===== config.mk =====
export PLATFORM = sky130hd
export DESIGN_NAME = cache_top
export DESIGN_NICKNAME = d
export VERILOG_FILES = /design/src/hdl/cache_pkg.sv /design/src/hdl/cache_core.sv /design/src/hdl/cache_line_store.sv /design/src/hdl/cache_perf_ctrl.sv /design/src/hdl/cache_top.sv
export SDC_FILE = /design/constraint.sdc
export NUM_CORES = 1
export LEC_CHECK = 0
export BUFFER_PORTS_ARGS = -buffer_cell sky130_fd_sc_hd__buf_2
export CORE_MARGIN = 2
export CORE_UTILIZATION = 61
export DETAILED_ROUTE_END_ITERATION = 12
export GPL_TIMING_DRIVEN = 1
export PLACE_DENSITY = 0.76
export RECOVER_POWER = 50
export SYNTH_ARGS = -nofsm -noshare
export SYNTH_HDL_FRONTEND = slang
export SYNTH_SLANG_ARGS = --single-unit

===== constraint.sdc =====
create_clock -name clk_i -period 6.9 [get_ports clk_i]
set_clock_uncertainty 0.15 [all_clocks]
set_input_delay 1.035 -clock clk_i [delete_from_list [all_inputs] [get_ports clk_i]]
set_output_delay 1.035 -clock clk_i [all_outputs]
set_load 0.1 [all_outputs]

===== src/hdl/cache_pkg.sv =====
package cache_pkg;

  // Processor side word address and data
  localparam int ADDR_W = 16;
  localparam int DATA_W = 32;

  // Direct-mapped geometry with one word per line
  localparam int IDX_W     = 4;
  localparam int TAG_W     = ADDR_W - IDX_W;
  localparam int NUM_LINES = 1 << IDX_W;

  localparam int CTRL_ADDR_W = 4;

  // Returned for any control address that maps to nothing
  localparam logic [DATA_W-1:0] CACHE_VERSION = 32'h0001_0000;

  // Control port address map
  // The clear and invalidate entries act when they are read
  typedef enum logic [CTRL_ADDR_W-1:0] {
    CTRL_RW_HIT     = 4'd0,
    CTRL_RW_MISS    = 4'd1,
    CTRL_READ_HIT   = 4'd2,
    CTRL_READ_MISS  = 4'd3,
    CTRL_WRITE_HIT  = 4'd4,
    CTRL_WRITE_MISS = 4'd5,
    CTRL_RST_CNTRS  = 4'd6,
    CTRL_INVALIDATE = 4'd7
  } ctrl_addr_e;

  // Request FSM of the cache engine
  typedef enum logic [1:0] {
    ST_IDLE,
    ST_MEM_READ,
    ST_MEM_WRITE,
    ST_RESPOND
  } core_state_e;

endpackage


===== src/hdl/cache_core.sv =====
`timescale 1ns/1ps

module cache_core (
  input  logic                          clk_i,
  input  logic                          arst_i,

  // Processor port
  input  logic                          cpu_req_i,
  input  logic                          cpu_we_i,
  input  logic [cache_pkg::ADDR_W-1:0]  cpu_addr_i,
  input  logic [cache_pkg::DATA_W-1:0]  cpu_wdata_i,
  output logic [cache_pkg::DATA_W-1:0]  cpu_rdata_o,
  output logic                          cpu_ack_o,

  // Memory port
  output logic                          mem_req_o,
  output logic                          mem_we_o,
  output logic [cache_pkg::ADDR_W-1:0]  mem_addr_o,
  output logic [cache_pkg::DATA_W-1:0]  mem_wdata_o,
  input  logic [cache_pkg::DATA_W-1:0]  mem_rdata_i,
  input  logic                          mem_ack_i,

  // Line store lookup and fill
  output logic [cache_pkg::IDX_W-1:0]   lookup_idx_o,
  output logic [cache_pkg::TAG_W-1:0]   lookup_tag_o,
  input  logic                          hit_i,
  input  logic [cache_pkg::DATA_W-1:0]  line_data_i,
  output logic                          fill_o,
  output logic [cache_pkg::IDX_W-1:0]   fill_idx_o,
  output logic [cache_pkg::TAG_W-1:0]   fill_tag_o,
  output logic [cache_pkg::DATA_W-1:0]  fill_data_o,

  // Event strobes for the counters
  output logic                          read_hit_o,
  output logic                          read_miss_o,
  output logic                          write_hit_o,
  output logic                          write_miss_o
);

  cache_pkg::core_state_e state_q;

  // High in the cycle after the processor strobe
  logic lookup_q;
  logic wr_hit_q;
  logic accept;

  logic [cache_pkg::ADDR_W-1:0] addr_q;
  logic                         we_q;
  logic [cache_pkg::DATA_W-1:0] wdata_q;
  logic [cache_pkg::DATA_W-1:0] rdata_q;

  assign accept = (state_q == cache_pkg::ST_IDLE) && !lookup_q && cpu_req_i;

  always_ff @(posedge clk_i or posedge arst_i) begin
    if (arst_i) begin
      state_q  <= cache_pkg::ST_IDLE;
      lookup_q <= 1'b0;
      wr_hit_q <= 1'b0;
    end else begin
      lookup_q <= accept;
      case (state_q)
        cache_pkg::ST_IDLE: begin
          if (lookup_q) begin
            if (we_q) begin
              state_q  <= cache_pkg::ST_MEM_WRITE;
              wr_hit_q <= hit_i;
            end else if (hit_i) begin
              state_q <= cache_pkg::ST_RESPOND;
            end else begin
              state_q <= cache_pkg::ST_MEM_READ;
            end
          end
        end
        cache_pkg::ST_MEM_READ,
        cache_pkg::ST_MEM_WRITE: begin
          if (mem_ack_i) begin
            state_q <= cache_pkg::ST_RESPOND;
          end
        end
        cache_pkg::ST_RESPOND: state_q <= cache_pkg::ST_IDLE;
        default:               state_q <= cache_pkg::ST_IDLE;
      endcase
    end
  end

  always_ff @(posedge clk_i) begin
    if (accept) begin
      addr_q  <= cpu_addr_i;
      we_q    <= cpu_we_i;
      wdata_q <= cpu_wdata_i;
    end
    if (lookup_q && hit_i) begin
      rdata_q <= line_data_i;
    end else if ((state_q == cache_pkg::ST_MEM_READ) && mem_ack_i) begin
      rdata_q <= mem_rdata_i;
    end
  end

  assign lookup_idx_o = addr_q[cache_pkg::IDX_W-1:0];
  assign lookup_tag_o = addr_q[cache_pkg::ADDR_W-1:cache_pkg::IDX_W];

  assign read_hit_o   = lookup_q && !we_q && hit_i;
  assign read_miss_o  = lookup_q && !we_q && !hit_i;
  assign write_hit_o  = lookup_q && we_q && hit_i;
  assign write_miss_o = lookup_q && we_q && !hit_i;

  // Memory request is held for the whole stay in a memory state
  assign mem_req_o   = (state_q == cache_pkg::ST_MEM_READ) ||
                       (state_q == cache_pkg::ST_MEM_WRITE);
  assign mem_we_o    = (state_q == cache_pkg::ST_MEM_WRITE);
  assign mem_addr_o  = addr_q;
  assign mem_wdata_o = wdata_q;

  // Read misses fill with memory data, write hits refresh the line with the new word
  assign fill_o      = mem_ack_i && ((state_q == cache_pkg::ST_MEM_READ) ||
                                     ((state_q == cache_pkg::ST_MEM_WRITE) && wr_hit_q));
  assign fill_idx_o  = addr_q[cache_pkg::IDX_W-1:0];
  assign fill_tag_o  = addr_q[cache_pkg::ADDR_W-1:cache_pkg::IDX_W];
  assign fill_data_o = (state_q == cache_pkg::ST_MEM_WRITE) ? wdata_q : mem_rdata_i;

  assign cpu_ack_o   = (state_q == cache_pkg::ST_RESPOND);
  assign cpu_rdata_o = rdata_q;

endmodule


===== src/hdl/cache_line_store.sv =====
`timescale 1ns/1ps

module cache_line_store (
  input  logic                          clk_i,
  input  logic                          arst_i,

  // Lookup is answered in the same cycle
  input  logic [cache_pkg::IDX_W-1:0]   lookup_idx_i,
  input  logic [cache_pkg::TAG_W-1:0]   lookup_tag_i,
  output logic                          hit_o,
  output logic [cache_pkg::DATA_W-1:0]  rdata_o,

  // Line fill from the engine
  input  logic                          fill_i,
  input  logic [cache_pkg::IDX_W-1:0]   fill_idx_i,
  input  logic [cache_pkg::TAG_W-1:0]   fill_tag_i,
  input  logic [cache_pkg::DATA_W-1:0]  fill_data_i,

  // Clears every valid bit
  input  logic                          invalidate_i
);

  logic [cache_pkg::NUM_LINES-1:0] valid_q;
  logic [cache_pkg::TAG_W-1:0]     tag_q  [cache_pkg::NUM_LINES];
  logic [cache_pkg::DATA_W-1:0]    data_q [cache_pkg::NUM_LINES];

  logic [cache_pkg::TAG_W-1:0]     stored_tag;
  logic                            stored_valid;

  assign stored_tag   = tag_q[lookup_idx_i];
  assign stored_valid = valid_q[lookup_idx_i];

  assign hit_o   = stored_valid && (stored_tag == lookup_tag_i);
  assign rdata_o = data_q[lookup_idx_i];

  always_ff @(posedge clk_i or posedge arst_i) begin
    if (arst_i) begin
      valid_q <= '0;
    end else if (invalidate_i) begin
      // A fill landing in the same cycle is dropped
      valid_q <= '0;
    end else if (fill_i) begin
      valid_q[fill_idx_i] <= 1'b1;
    end
  end

  always_ff @(posedge clk_i) begin
    if (fill_i) begin
      tag_q[fill_idx_i]  <= fill_tag_i;
      data_q[fill_idx_i] <= fill_data_i;
    end
  end

endmodule


===== src/hdl/cache_perf_ctrl.sv =====
`timescale 1ns/1ps

module cache_perf_ctrl (
  input  logic                              clk_i,
  input  logic                              arst_i,

  // The control port is read only
  input  logic                              ctrl_req_i,
  input  logic [cache_pkg::CTRL_ADDR_W-1:0] ctrl_addr_i,
  output logic [cache_pkg::DATA_W-1:0]      ctrl_rdata_o,
  output logic                              ctrl_ack_o,

  // Event strobes from the engine
  input  logic                              read_hit_i,
  input  logic                              read_miss_i,
  input  logic                              write_hit_i,
  input  logic                              write_miss_i,

  output logic                              invalidate_o
);

  cache_pkg::ctrl_addr_e addr_sel;

  logic [cache_pkg::DATA_W-1:0] read_hit_cnt;
  logic [cache_pkg::DATA_W-1:0] read_miss_cnt;
  logic [cache_pkg::DATA_W-1:0] write_hit_cnt;
  logic [cache_pkg::DATA_W-1:0] write_miss_cnt;
  logic [cache_pkg::DATA_W-1:0] rw_hit_sum;
  logic [cache_pkg::DATA_W-1:0] rw_miss_sum;
  logic [cache_pkg::DATA_W-1:0] read_value;

  logic clear_cnt;
  logic do_invalidate;

  // A clear restarts the counter from the event of the same edge so no strobe is lost
  function automatic logic [cache_pkg::DATA_W-1:0] next_count(
    input logic [cache_pkg::DATA_W-1:0] cnt,
    input logic                         ev,
    input logic                         clr
  );
    logic [cache_pkg::DATA_W-1:0] base;
    base = clr ? '0 : cnt;
    return base + cache_pkg::DATA_W'(ev);
  endfunction

  assign addr_sel      = cache_pkg::ctrl_addr_e'(ctrl_addr_i);
  assign clear_cnt     = ctrl_req_i && (addr_sel == cache_pkg::CTRL_RST_CNTRS);
  assign do_invalidate = ctrl_req_i && (addr_sel == cache_pkg::CTRL_INVALIDATE);

  assign rw_hit_sum  = read_hit_cnt + write_hit_cnt;
  assign rw_miss_sum = read_miss_cnt + write_miss_cnt;

  always_comb begin
    case (addr_sel)
      cache_pkg::CTRL_RW_HIT:     read_value = rw_hit_sum;
      cache_pkg::CTRL_RW_MISS:    read_value = rw_miss_sum;
      cache_pkg::CTRL_READ_HIT:   read_value = read_hit_cnt;
      cache_pkg::CTRL_READ_MISS:  read_value = read_miss_cnt;
      cache_pkg::CTRL_WRITE_HIT:  read_value = write_hit_cnt;
      cache_pkg::CTRL_WRITE_MISS: read_value = write_miss_cnt;
      cache_pkg::CTRL_RST_CNTRS,
      cache_pkg::CTRL_INVALIDATE: read_value = '0;
      default:                    read_value = cache_pkg::CACHE_VERSION;
    endcase
  end

  always_ff @(posedge clk_i or posedge arst_i) begin
    if (arst_i) begin
      read_hit_cnt   <= '0;
      read_miss_cnt  <= '0;
      write_hit_cnt  <= '0;
      write_miss_cnt <= '0;
      ctrl_ack_o     <= 1'b0;
      invalidate_o   <= 1'b0;
    end else begin
      read_hit_cnt   <= next_count(read_hit_cnt, read_hit_i, clear_cnt);
      read_miss_cnt  <= next_count(read_miss_cnt, read_miss_i, clear_cnt);
      write_hit_cnt  <= next_count(write_hit_cnt, write_hit_i, clear_cnt);
      write_miss_cnt <= next_count(write_miss_cnt, write_miss_i, clear_cnt);
      ctrl_ack_o     <= ctrl_req_i;
      invalidate_o   <= do_invalidate;
    end
  end

  // Read data is captured from the counters as they were before this edge
  always_ff @(posedge clk_i) begin
    if (ctrl_req_i) begin
      ctrl_rdata_o <= read_value;
    end
  end

endmodule


===== src/hdl/cache_top.sv =====
`timescale 1ns/1ps

module cache_top (
  input  logic                              clk_i,
  input  logic                              arst_i,

  input  logic                              cpu_req_i,
  input  logic                              cpu_we_i,
  input  logic [cache_pkg::ADDR_W-1:0]      cpu_addr_i,
  input  logic [cache_pkg::DATA_W-1:0]      cpu_wdata_i,
  output logic [cache_pkg::DATA_W-1:0]      cpu_rdata_o,
  output logic                              cpu_ack_o,

  output logic                              mem_req_o,
  output logic                              mem_we_o,
  output logic [cache_pkg::ADDR_W-1:0]      mem_addr_o,
  output logic [cache_pkg::DATA_W-1:0]      mem_wdata_o,
  input  logic [cache_pkg::DATA_W-1:0]      mem_rdata_i,
  input  logic                              mem_ack_i,

  input  logic                              ctrl_req_i,
  input  logic [cache_pkg::CTRL_ADDR_W-1:0] ctrl_addr_i,
  output logic [cache_pkg::DATA_W-1:0]      ctrl_rdata_o,
  output logic                              ctrl_ack_o
);

  logic [cache_pkg::IDX_W-1:0]  lookup_idx;
  logic [cache_pkg::TAG_W-1:0]  lookup_tag;
  logic                         hit;
  logic [cache_pkg::DATA_W-1:0] line_data;
  logic                         fill;
  logic [cache_pkg::IDX_W-1:0]  fill_idx;
  logic [cache_pkg::TAG_W-1:0]  fill_tag;
  logic [cache_pkg::DATA_W-1:0] fill_data;
  logic                         invalidate;
  logic                         read_hit;
  logic                         read_miss;
  logic                         write_hit;
  logic                         write_miss;

  cache_core u_core (
    .clk_i        (clk_i),
    .arst_i       (arst_i),
    .cpu_req_i    (cpu_req_i),
    .cpu_we_i     (cpu_we_i),
    .cpu_addr_i   (cpu_addr_i),
    .cpu_wdata_i  (cpu_wdata_i),
    .cpu_rdata_o  (cpu_rdata_o),
    .cpu_ack_o    (cpu_ack_o),
    .mem_req_o    (mem_req_o),
    .mem_we_o     (mem_we_o),
    .mem_addr_o   (mem_addr_o),
    .mem_wdata_o  (mem_wdata_o),
    .mem_rdata_i  (mem_rdata_i),
    .mem_ack_i    (mem_ack_i),
    .lookup_idx_o (lookup_idx),
    .lookup_tag_o (lookup_tag),
    .hit_i        (hit),
    .line_data_i  (line_data),
    .fill_o       (fill),
    .fill_idx_o   (fill_idx),
    .fill_tag_o   (fill_tag),
    .fill_data_o  (fill_data),
    .read_hit_o   (read_hit),
    .read_miss_o  (read_miss),
    .write_hit_o  (write_hit),
    .write_miss_o (write_miss)
  );

  cache_line_store u_store (
    .clk_i        (clk_i),
    .arst_i       (arst_i),
    .lookup_idx_i (lookup_idx),
    .lookup_tag_i (lookup_tag),
    .hit_o        (hit),
    .rdata_o      (line_data),
    .fill_i       (fill),
    .fill_idx_i   (fill_idx),
    .fill_tag_i   (fill_tag),
    .fill_data_i  (fill_data),
    .invalidate_i (invalidate)
  );

  cache_perf_ctrl u_perf (
    .clk_i        (clk_i),
    .arst_i       (arst_i),
    .ctrl_req_i   (ctrl_req_i),
    .ctrl_addr_i  (ctrl_addr_i),
    .ctrl_rdata_o (ctrl_rdata_o),
    .ctrl_ack_o   (ctrl_ack_o),
    .read_hit_i   (read_hit),
    .read_miss_i  (read_miss),
    .write_hit_i  (write_hit),
    .write_miss_i (write_miss),
    .invalidate_o (invalidate)
  );

endmodule

Word-level counts from Yosys, hierarchy flattened
Memories as Yosys holds them, arrays and structs flattened. A register that Yosys moved wholly into a read port is not among the register bits. Cells that the tools add are included.

Bits in writable memories: 704. Logic and storage cells: 91. Bits in registers: 263. Memories kept: 2. Input port bits: 90.

Add/sub/neg operators: 6. Mux-type cells: 23. Equal/unequal tests: 13. Reduce and logical (&&, ||, !) cells: 29. Magnitude comparators: 2. Bitwise logic cells: 1.

Memories: u_store.data_q (words 16, width 32, read ports 1, clocked after Yosys merged registers in 1, write ports 1, RTL line cache_line_store.sv:25) `logic [cache_pkg::DATA_W-1:0] data_q [cache_pkg::NUM_LINES];`; u_store.tag_q (words 16, width 12, read ports 1, clocked after Yosys merged registers in 1, write ports 1, RTL line cache_line_store.sv:24) `logic [cache_pkg::TAG_W-1:0] tag_q [cache_pkg::NUM_LINES];`.

Operator list (count): $mux W32 (7); $pmux W32 S7 (1); $add A32 B1 Y32 (4); $add A32 B32 Y32 (2); $mux W16 (2); $eq A4 B3 Y1 const B (4); $logic_and A1 B1 Y1 (16); $or A16 B16 Y16 (1); $eq A12 B12 Y1 (1); $eq A4 B2 Y1 const B (2); $mux W2 (4); $mux W4 (2); $pmux W2 S3 (1); $lt A4 B5 Y1 const B (1); $bmux W1 S4 (1); $demux W1 S4 (1); $eq A2 B2 Y1 const B (2); $eq A4 B1 Y1 const B (1); $ge A4 B1 Y1 const B (1); $logic_not A4 Y1 (1); $mux W1 (4); $reduce_bool A2 Y1 (2); $reduce_or A2 Y1 (2); $logic_not A1 Y1 (3); 7 further kinds (8).

Longest topological paths before layout
Gate-level depths: netlist of the first run.

Word-level depth: 7. Mapped depth: 22. Gate-level depth less buffers: 19.

Modules after synthesis
From an unflattened synthesis of the first run, not the netlist that was laid out.

Cells, all modules: 2595. Area, all modules: 42652.2 um2.

By module, submodules not included: cache_line_store (times used 1, area each 27654.0 um2, cells an instance 1144); cache_perf_ctrl (times used 1, area each 11257.0 um2, cells an instance 1230); cache_core (times used 1, area each 3741.1 um2, cells an instance 221).

Least setup slack after synthesis of the first run
Ideal clock, no wire load.

Kind: reg-to-reg. Start: reg u_core.state_q[0]. End: mem u_store.data_q[0][0] in the netlist's numbering, enable pin. Stages on the path, launching flop included: 8. Data required time: 6.248 ns. Setup time: 0.502 ns. Arrival time: 5.205 ns. Buffers on the path: 1. Slack: 1.043 ns. Cells stage by stage: dfrtp_1 inv_1 ha_1 clkbuf_1 a21o_1 nand2_1 or3_1 nor3_1.

Cells in the longest elaborated chain, start to end: 6. Elaborated cells on any way between the ends: 7. Those cells by class: eq/ne: 2; mux: 2; reduce/logical: 3.

RTL lines: from (decl) (RTL line cache_core.sv:40) `cache_pkg::core_state_e state_q;`; from (signal assigned) (RTL line cache_core.sv:56) `state_q <= cache_pkg::ST_IDLE;`; from (signal assigned) (RTL line cache_core.sv:65) `state_q <= cache_pkg::ST_MEM_WRITE;`; from (signal assigned) (RTL line cache_core.sv:68) `state_q <= cache_pkg::ST_RESPOND;`; $eq A2 B2 Y1; via mem_we_o (RTL line cache_top.sv:15) `output logic mem_we_o,`; $logic_and A1 B1 Y1 (RTL line cache_core.sv:116) `((state_q == cache_pkg::ST_MEM_WRITE) && wr_hit_q));`; $logic_or A1 B1 Y1 (RTL line cache_core.sv:115) `assign fill_o = mem_ack_i && ((state_q == cache_pkg::ST_MEM_READ) ||`; $logic_and A1 B1 Y1 (RTL line cache_core.sv:115); $mux W1 (RTL line cache_line_store.sv:48) `if (fill_i) begin`; $mux W1 (implied by the code) (RTL line cache_line_store.sv:50) `data_q[fill_idx_i] <= fill_data_i;`; to (decl) (RTL line cache_line_store.sv:25).

The timed path passes the listed nets, and every way through them passes these cells.

==> run_results.csv, run 1 <==
group,metric,value,unit
floorplanning,io_pins,206,
floorplanning,core-area,68600,um2
worst_setup_path,critPathBufInv,1,
synth,avgSynthCellArea,16.5,um2
clocking,cts_setup_buffers,0,
worst_setup_path,slowest_delay,0.81,ns
sta,drv_slew,280,
synth,yosys-top-cells-area,"edfxtp_1, mux4_2, dfrtp_1, ha_1, xor2_1",
detailed_routing,drtIter0Drc,3185,
synth,synth_top_area_share,0.580,
sta,finalHoldViolCount,0,
synth,synth_fa_ha_area_frac,0.0231,
grt,grt_pass1_vias,25726,
worst_setup_path,cp-start-kind,"flop",
sta,setup_ws,0.926,ns
sta,fmax,0.167,GHz
finish,nNetsFinal,2971,
detailed_routing,drcViolationCount,0,
worst_setup_path,cp_data_arrival_time,6.32,ns
clocking,ctsResizeCount,0,
power_and_ir_drop,leakagePower,17.0,nW
worst_setup_path,path_class,"reg2reg",
synth,synth_area,42300,um2
sta,post-route-period-util,0.866,
synth,synth_fp_nets,2732,
detailed_routing,ant_nets,0,
clocking,clock-root-buffer,"clkbuf_16",
synth,synthCells,2565,
place,dp_hpwl,58.8,mm
worst_setup_path,cp.required,7.24,ns
sta,tightest_slew,3.91,ns
clocking,clk_path_buf_depth,3,
floorplanning,initial_core_util,0.617,
floorplanning,row_count,96,
synth,synth-compound-area-share,0.0551,
synth,ys_async_sr_fraction,0.154,
synth,synth_xor_area_frac,0.0342,
power_and_ir_drop,vdd_drop_max,299,uV
synth,yosysSeqAreaShare,0.670,
grt,grt_usage,0.307,
worst_setup_path,cp_max_fo,37,
grt,overflow,0,
detailed_routing,first_pass_iters,6,
worst_setup_path,cpMaxStageDelayCell,"dfxtp_4",
finish,fillers,4308,
floorplanning,dieWidth,267,um
worst_setup_path,crit_family,"simple AND/OR/NAND/NOR gates",
sta,slew_headroom,-1.62,
finish,n_antenna_cell,0,
place,routabilityCongestion,0.903,
sta,fin_tns_setup,0,ns
sta,layout_min_cycle_time,5.97,ns
clocking,ctsHoldBuffers,0,
synth,ys_seq_elements,971,
place,port_buffers,205,
detailed_routing,viasPerCell,6.62,
sta,setup_viol,0,
finish,drive_above_1_share,0.221,
grt,grt_max_degree,90,
floorplanning,die_area,71500,um2
place,post-place-ws,0.939,ns
grt,grt_pass1_wl,161,mm
detailed_routing,finalWirelength,108,mm
synth,synth_edf_count,817,
power_and_ir_drop,cellPowerDensity,324,nW/um2
finish,layoutNonFillerInstCount,3818,
flow_run,drv_cap,6,
detailed_routing,vias,25280,
min_path,hold_path.class,"reg2reg",
synth,synth_top_family_by_area,"multiplexers",
place,dp_cells,3637,
synth,synthDistinctLibCells,69,
finish,syn2layout_area_growth,12.8,%
outcome,violations,"max-capacitance violations, max-slew violations",
synth,yosys.area.top_type,"edfxtp_1",
clocking,htreeDepth,3,
worst_setup_path,crit_chain,"buf_4 > mux4_2 > mux2i_1 > a21oi_1 > xor2_1 > nor4_2 > nand4_4 > nor2_1 > ha_1 > and4_1 > nand4_1 > nor3_1 > nor3b_1 > nor3b_1 > nand3_1 > xor2_1 > nor2_1",
synth,yosysWarnings,0,
detailed_routing,wire_per_inst,28.2,um
floorplanning,die_y,267,um
clocking,clk_pin_slew_worst_paths,0.06,ns
clocking,cts_sinks,971,
synth,synth.area.mux_share,0.139,
clocking,tritoncts,"done",
worst_setup_path,worstSetupEndpointType,"flop",
outcome,status,"finished, violations left",
synth,synth-main-ff-cell,"edfxtp_1",
synth,synth-simple-area-share,0.0638,
grt,antenna_found_initial,1,
sta,rsz0062_at_grt,"no",
clocking,cts_buffers,96,
clocking,clock_latency,0.67,ns
-- final cells by class --
class / instances / area (um2) / area share
Clock buffer: 110 / 2530 / 0.0530
Tap cell: 931 / 1160 / 0.0244
Clock inverter: 71 / 741 / 0.0155
Multi-Input combinational cell: 1452 / 13500 / 0.283
Sequential cell: 971 / 28400 / 0.595
Inverter: 32 / 121 / 0.00254
Timing Repair Buffer: 251 / 1280 / 0.0268
-- layer usage --
| layer | up-vias | wire, um | GRT usage |
|---|---|---|---|
| met5 | - | 0 | 0 |
| met4 | 0 | 3950 | 0.118 |
| met3 | 233 | 8640 | 0.0417 |
| met2 | 1436 | 54300 | 0.514 |
| met1 | 12966 | 40800 | 0.415 |
| li1 | 10645 | - | - |
-- worst paths after layout --
| kind | from | to | slack [ns] | cells after the start |
|---|---|---|---|---|
| max | flop | u_perf.write_hit_cnt[31] | 0.93 | 17 |
| min | u_store.valid_q[11] | u_store.valid_q[11] | 0.36 | 2 |
| max reg2reg | flop | u_perf.write_hit_cnt[31] | 0.93 | 17 |
| min reg2reg | u_store.valid_q[11] | u_store.valid_q[11] | 0.36 | 2 |
| max in group asynchronous | arst_i | u_perf.read_hit_cnt[27] | 2.37 | 3 |
| min in group asynchronous | arst_i | u_core.state_q[0] | 1.37 | 2 |
-- synthesized netlist by cell type, drive strengths merged, types with 14 or more instances --
cell type / n
nor2b: 15
a21oi: 95
ha: 75
clkbuf: 66
dfrtp: 150
nor2: 167
o21ai: 56
or3: 23
nor3: 31
a22oi: 50
a21o: 32
inv: 32
nand2b: 18
a211oi: 14
edfxtp: 817
buf: 44
mux2: 70
mux4: 217
nand2: 138
xor2: 100
nand3: 63
and3: 32
xnor2: 65
nand4: 36
-- state kept, by name, summed over array words and instances, names as in the netlist, named ones only --
signal                 flops
u_core.we_q                1
u_perf.invalidate_o        1
u_store.data_q           512
u_core.lookup_q            1
u_core.wr_hit_q            1
u_perf.read_hit_cnt       32
u_perf.read_miss_cnt      32
u_store.tag_q            192
u_core.state_q             2
u_store.valid_q           16
u_perf.ctrl_rdata_o       32
u_core.mem_addr_o         16
u_core.mem_wdata_o        32
u_perf.write_miss_cnt     32
u_perf.ctrl_ack_o          1
u_perf.write_hit_cnt      32
u_core.cpu_rdata_o        32
-- power breakdown --
part	internal (W)	switching, W
sequential	0.00696	0.000311
combinational	0.000968	0.00184
clock	0.00307	0.00230
-- placed cells by master (no fill, tap or decap), types with 27 or more instances in the layout --
cell type / instances
nand2_1: 137
dfrtp_1: 150
nor2_1: 153
a21oi_1: 95
clkbuf_1: 74
buf_4: 42
edfxtp_1: 817
nand3_1: 63
a22oi_1: 50
inv_1: 31
a21o_1: 32
mux2_1: 33
mux4_2: 217
mux2_4: 27
and3_1: 32
ha_1: 75
o21ai_0: 56
nand4_1: 35
buf_2: 143
clkbuf_16: 98
xor2_1: 100
xnor2_1: 65
-- stage by stage --
step	power [W]	util	hold WS [ns]	area [um2]
6_report	0.0154	0.696	0.358	47700
2_1_floorplan	0.00942	-	0.299	42300
5_1_grt	0.0159	0.696	0.374	47700
3_5_place_dp	0.0102	0.650	0.336	44500
3_3_place_gp	0.0101	0.650	0.316	44500
4_1_cts	0.0155	0.697	0.354	47800
-- worst reg2reg max path: stages, from the launching register on --
cell and delay [ns]:
dfxtp_4 0.81, buf_4 0.44, mux4_2 0.56, mux2i_1 0.15
a21oi_1 0.11, xor2_1 0.24, nor4_2 0.44, nand4_4 0.17
nor2_1 0.24, ha_1 0.26, and4_1 0.25, nand4_1 0.28
nor3_1 0.42, nor3b_1 0.40, nor3b_1 0.48, nand3_1 0.17
xor2_1 0.18, nor2_1 0.06
-- cell families (layout without fill, tap and decap cells) --
| group | after synthesis | in the layout |
|---|---|---|
| flops | 971 | 971 |
| simple gates | 561 | 561 |
| compound gates | 350 | 350 |
| mux | 299 | 299 |
| xor+xnor | 165 | 165 |
| buf+inv | 142 | 464 |
| fa+ha+maj | 77 | 77 |
Power figures use the tool's default switching activity.
==> run 2: changes to the inputs <==
--- a/config.mk
+++ b/config.mk
@@ -7,10 +7,10 @@
 export LEC_CHECK = 0
 export BUFFER_PORTS_ARGS = -buffer_cell sky130_fd_sc_hd__buf_2
 export CORE_MARGIN = 2
-export CORE_UTILIZATION = 61
+export CORE_UTILIZATION = 42
 export DETAILED_ROUTE_END_ITERATION = 12
 export GPL_TIMING_DRIVEN = 1
-export PLACE_DENSITY = 0.76
+export PLACE_DENSITY = 0.55
 export RECOVER_POWER = 50
 export SYNTH_ARGS = -nofsm -noshare
 export SYNTH_HDL_FRONTEND = slang
==> run_results.csv, run 2 (synthesis results as in run 1) <==
group,metric,value,unit
clocking,ctsResizeCount,0,
power_and_ir_drop,power,0.0156,W
sta,fin_tns_setup,0,ns
clocking,cts_buffers,103,
floorplanning,row_count,116,
place,dp_cells,4015,
clocking,clk_path_buf_depth,3,
worst_setup_path,cp.required,7.26,ns
clocking,ctsHoldBuffers,0,
worst_setup_path,cp-start-kind,"flop",
detailed_routing,finalWirelength,106,mm
sta,fmax,0.172,GHz
worst_setup_path,cpMaxStageDelayCell,"dfxtp_4",
sta,layout_min_cycle_time,5.82,ns
worst_setup_path,cp_max_fo,46,
detailed_routing,drtIter0Drc,2457,
min_path,hold_path.class,"reg2reg",
detailed_routing,wire_per_inst,25.2,um
clocking,clk_pin_slew_worst_paths,0.06,ns
finish,final_cell_mix,"edfxtp_1, mux4_2, nor2_1, dfrtp_1, buf_2",
power_and_ir_drop,cellPowerDensity,322,nW/um2
finish,nNetsFinal,2989,
finish,layoutNonFillerInstCount,4206,
sta,rsz0062_at_grt,"no",
place,port_buffers,205,
worst_setup_path,path_class,"reg2reg",
outcome,violations,"max-capacitance violations, max-slew violations",
worst_setup_path,worstSetupEndpointType,"flop",
worst_setup_path,slowest_delay,0.83,ns
finish,syn2layout_area_growth,14.4,%
sta,setup_viol,0,
sta,slew_headroom,-1.45,
clocking,clock-root-buffer,"clkbuf_16",
grt,grt_max_degree,80,
sta,post-route-period-util,0.844,
sta,tightest_slew,3.66,ns
grt,grt_pass1_vias,24980,
floorplanning,io_pins,206,
finish,drive_above_1_share,0.221,
grt,grt_usage,0.206,
floorplanning,dieWidth,321,um
sta,drv_slew,255,
place,dp_hpwl,63.9,mm
finish,largest-register,"u_store.data_q",
finish,largest_reg_flops,512,
place,place_area,45100,um2
detailed_routing,drcViolationCount,0,
detailed_routing,first_pass_iters,6,
grt,antenna_found_initial,3,
detailed_routing,ant_nets,0,
clocking,clock_latency,0.71,ns
floorplanning,core-area,100000,um2
sta,finalHoldViolCount,0,
floorplanning,die_area,103000,um2
floorplanning,die_y,321,um
clocking,htreeDepth,3,
detailed_routing,viasPerCell,5.76,
finish,largestRegisters,"u_store.data_q x512, u_store.tag_q x192",
clocking,cts_sinks,971,
power_and_ir_drop,vdd_drop_max,236,uV
detailed_routing,vias,24206,
power_and_ir_drop,leakagePower,17.2,nW
clocking,cts_setup_buffers,0,
flow_run,drv_cap,5,
worst_setup_path,cp_data_arrival_time,6.18,ns
finish,n_antenna_cell,0,
finish,final_common_cell,"edfxtp_1",
floorplanning,initial_core_util,0.423,
clocking,tritoncts,"done",
outcome,status,"finished, violations left",
finish,design_area,48400,um2
place,routabilityCongestion,0.930,
grt,grt_pass1_wl,159,mm
grt,overflow,0,
worst_setup_path,crit_chain,"buf_4 > mux4_2 > mux2i_1 > a21oi_1 > xnor2_1 > and3_1 > nand4_4 > nor2_1 > ha_1 > and4_1 > nand4_1 > nor3_1 > nor3b_1 > nor3b_1 > nand3_1 > xor2_1 > nor2_1",
run 2: final cells by class:
| type | instances | area [um2] |
|---|---|---|
| clock buffers | 120 | 2650 |
| clock inverters | 71 | 768 |
| fillers | 8338 | 51600 |
| inverters | 32 | 121 |
| multi-input cells | 1452 | 13500 |
| flip-flops and latches | 971 | 28400 |
| well taps | 1298 | 1620 |
| repair buffers | 262 | 1360 |
run 2: layer usage:
layer | vias to the layer above | global-route usage | wire, um
met5 | - | 0 | 0
met4 | 0 | 0.0475 | 2040
met3 | 159 | 0.0287 | 4990
met2 | 661 | 0.355 | 53600
met1 | 12705 | 0.278 | 45400
li1 | 10681 | - | -
run 2: critical path, delay by kind of cell (launching register included):
| kind | cells | cell delay [ns] |
|---|---|---|
| AOI/OAI and AO/OA | 1 | 0.10 |
| xor gates and xnor gates | 2 | 0.53 |
| adders and majority gates | 1 | 0.25 |
| buffers and inverters | 1 | 0.47 |
| DFF | 1 | 0.83 |
| muxes | 2 | 0.54 |
| and+or+nand+nor | 10 | 2.74 |
run 2: stage by stage:
step	setup WS [ns]	hold slack, ns	utilization
2_1_floorplan	1.04	0.299	-
3_3_place_gp	1.05	0.321	0.451
3_5_place_dp	1.02	0.335	0.451
4_1_cts	0.954	0.300	0.485
5_1_grt	0.613	0.300	0.484
6_report	1.08	0.345	0.484
run 2: where the power goes:
group	switching (W)	leakage, nW	internal, W
Clock	0.00233	1.65	0.00321
Sequential	0.000275	9.51	0.00696
Combinational	0.00184	6.00	0.000973
Total	0.00444	17.2	0.0111
run 2: final timing paths:
| kind | slack (ns) | cells after the start | end | start |
|---|---|---|---|---|
| max | 1.08 | 17 | u_perf.write_hit_cnt[31] | flop |
| max reg2reg | 1.08 | 17 | u_perf.write_hit_cnt[31] | flop |
| min in group asynchronous | 1.26 | 2 | u_core.state_q[1] | arst_i |
| min reg2reg | 0.34 | 2 | u_core.wr_hit_q | u_core.wr_hit_q |
| min | 0.34 | 2 | u_core.wr_hit_q | u_core.wr_hit_q |
| max in group asynchronous | 2.22 | 3 | u_perf.write_hit_cnt[24] | arst_i |
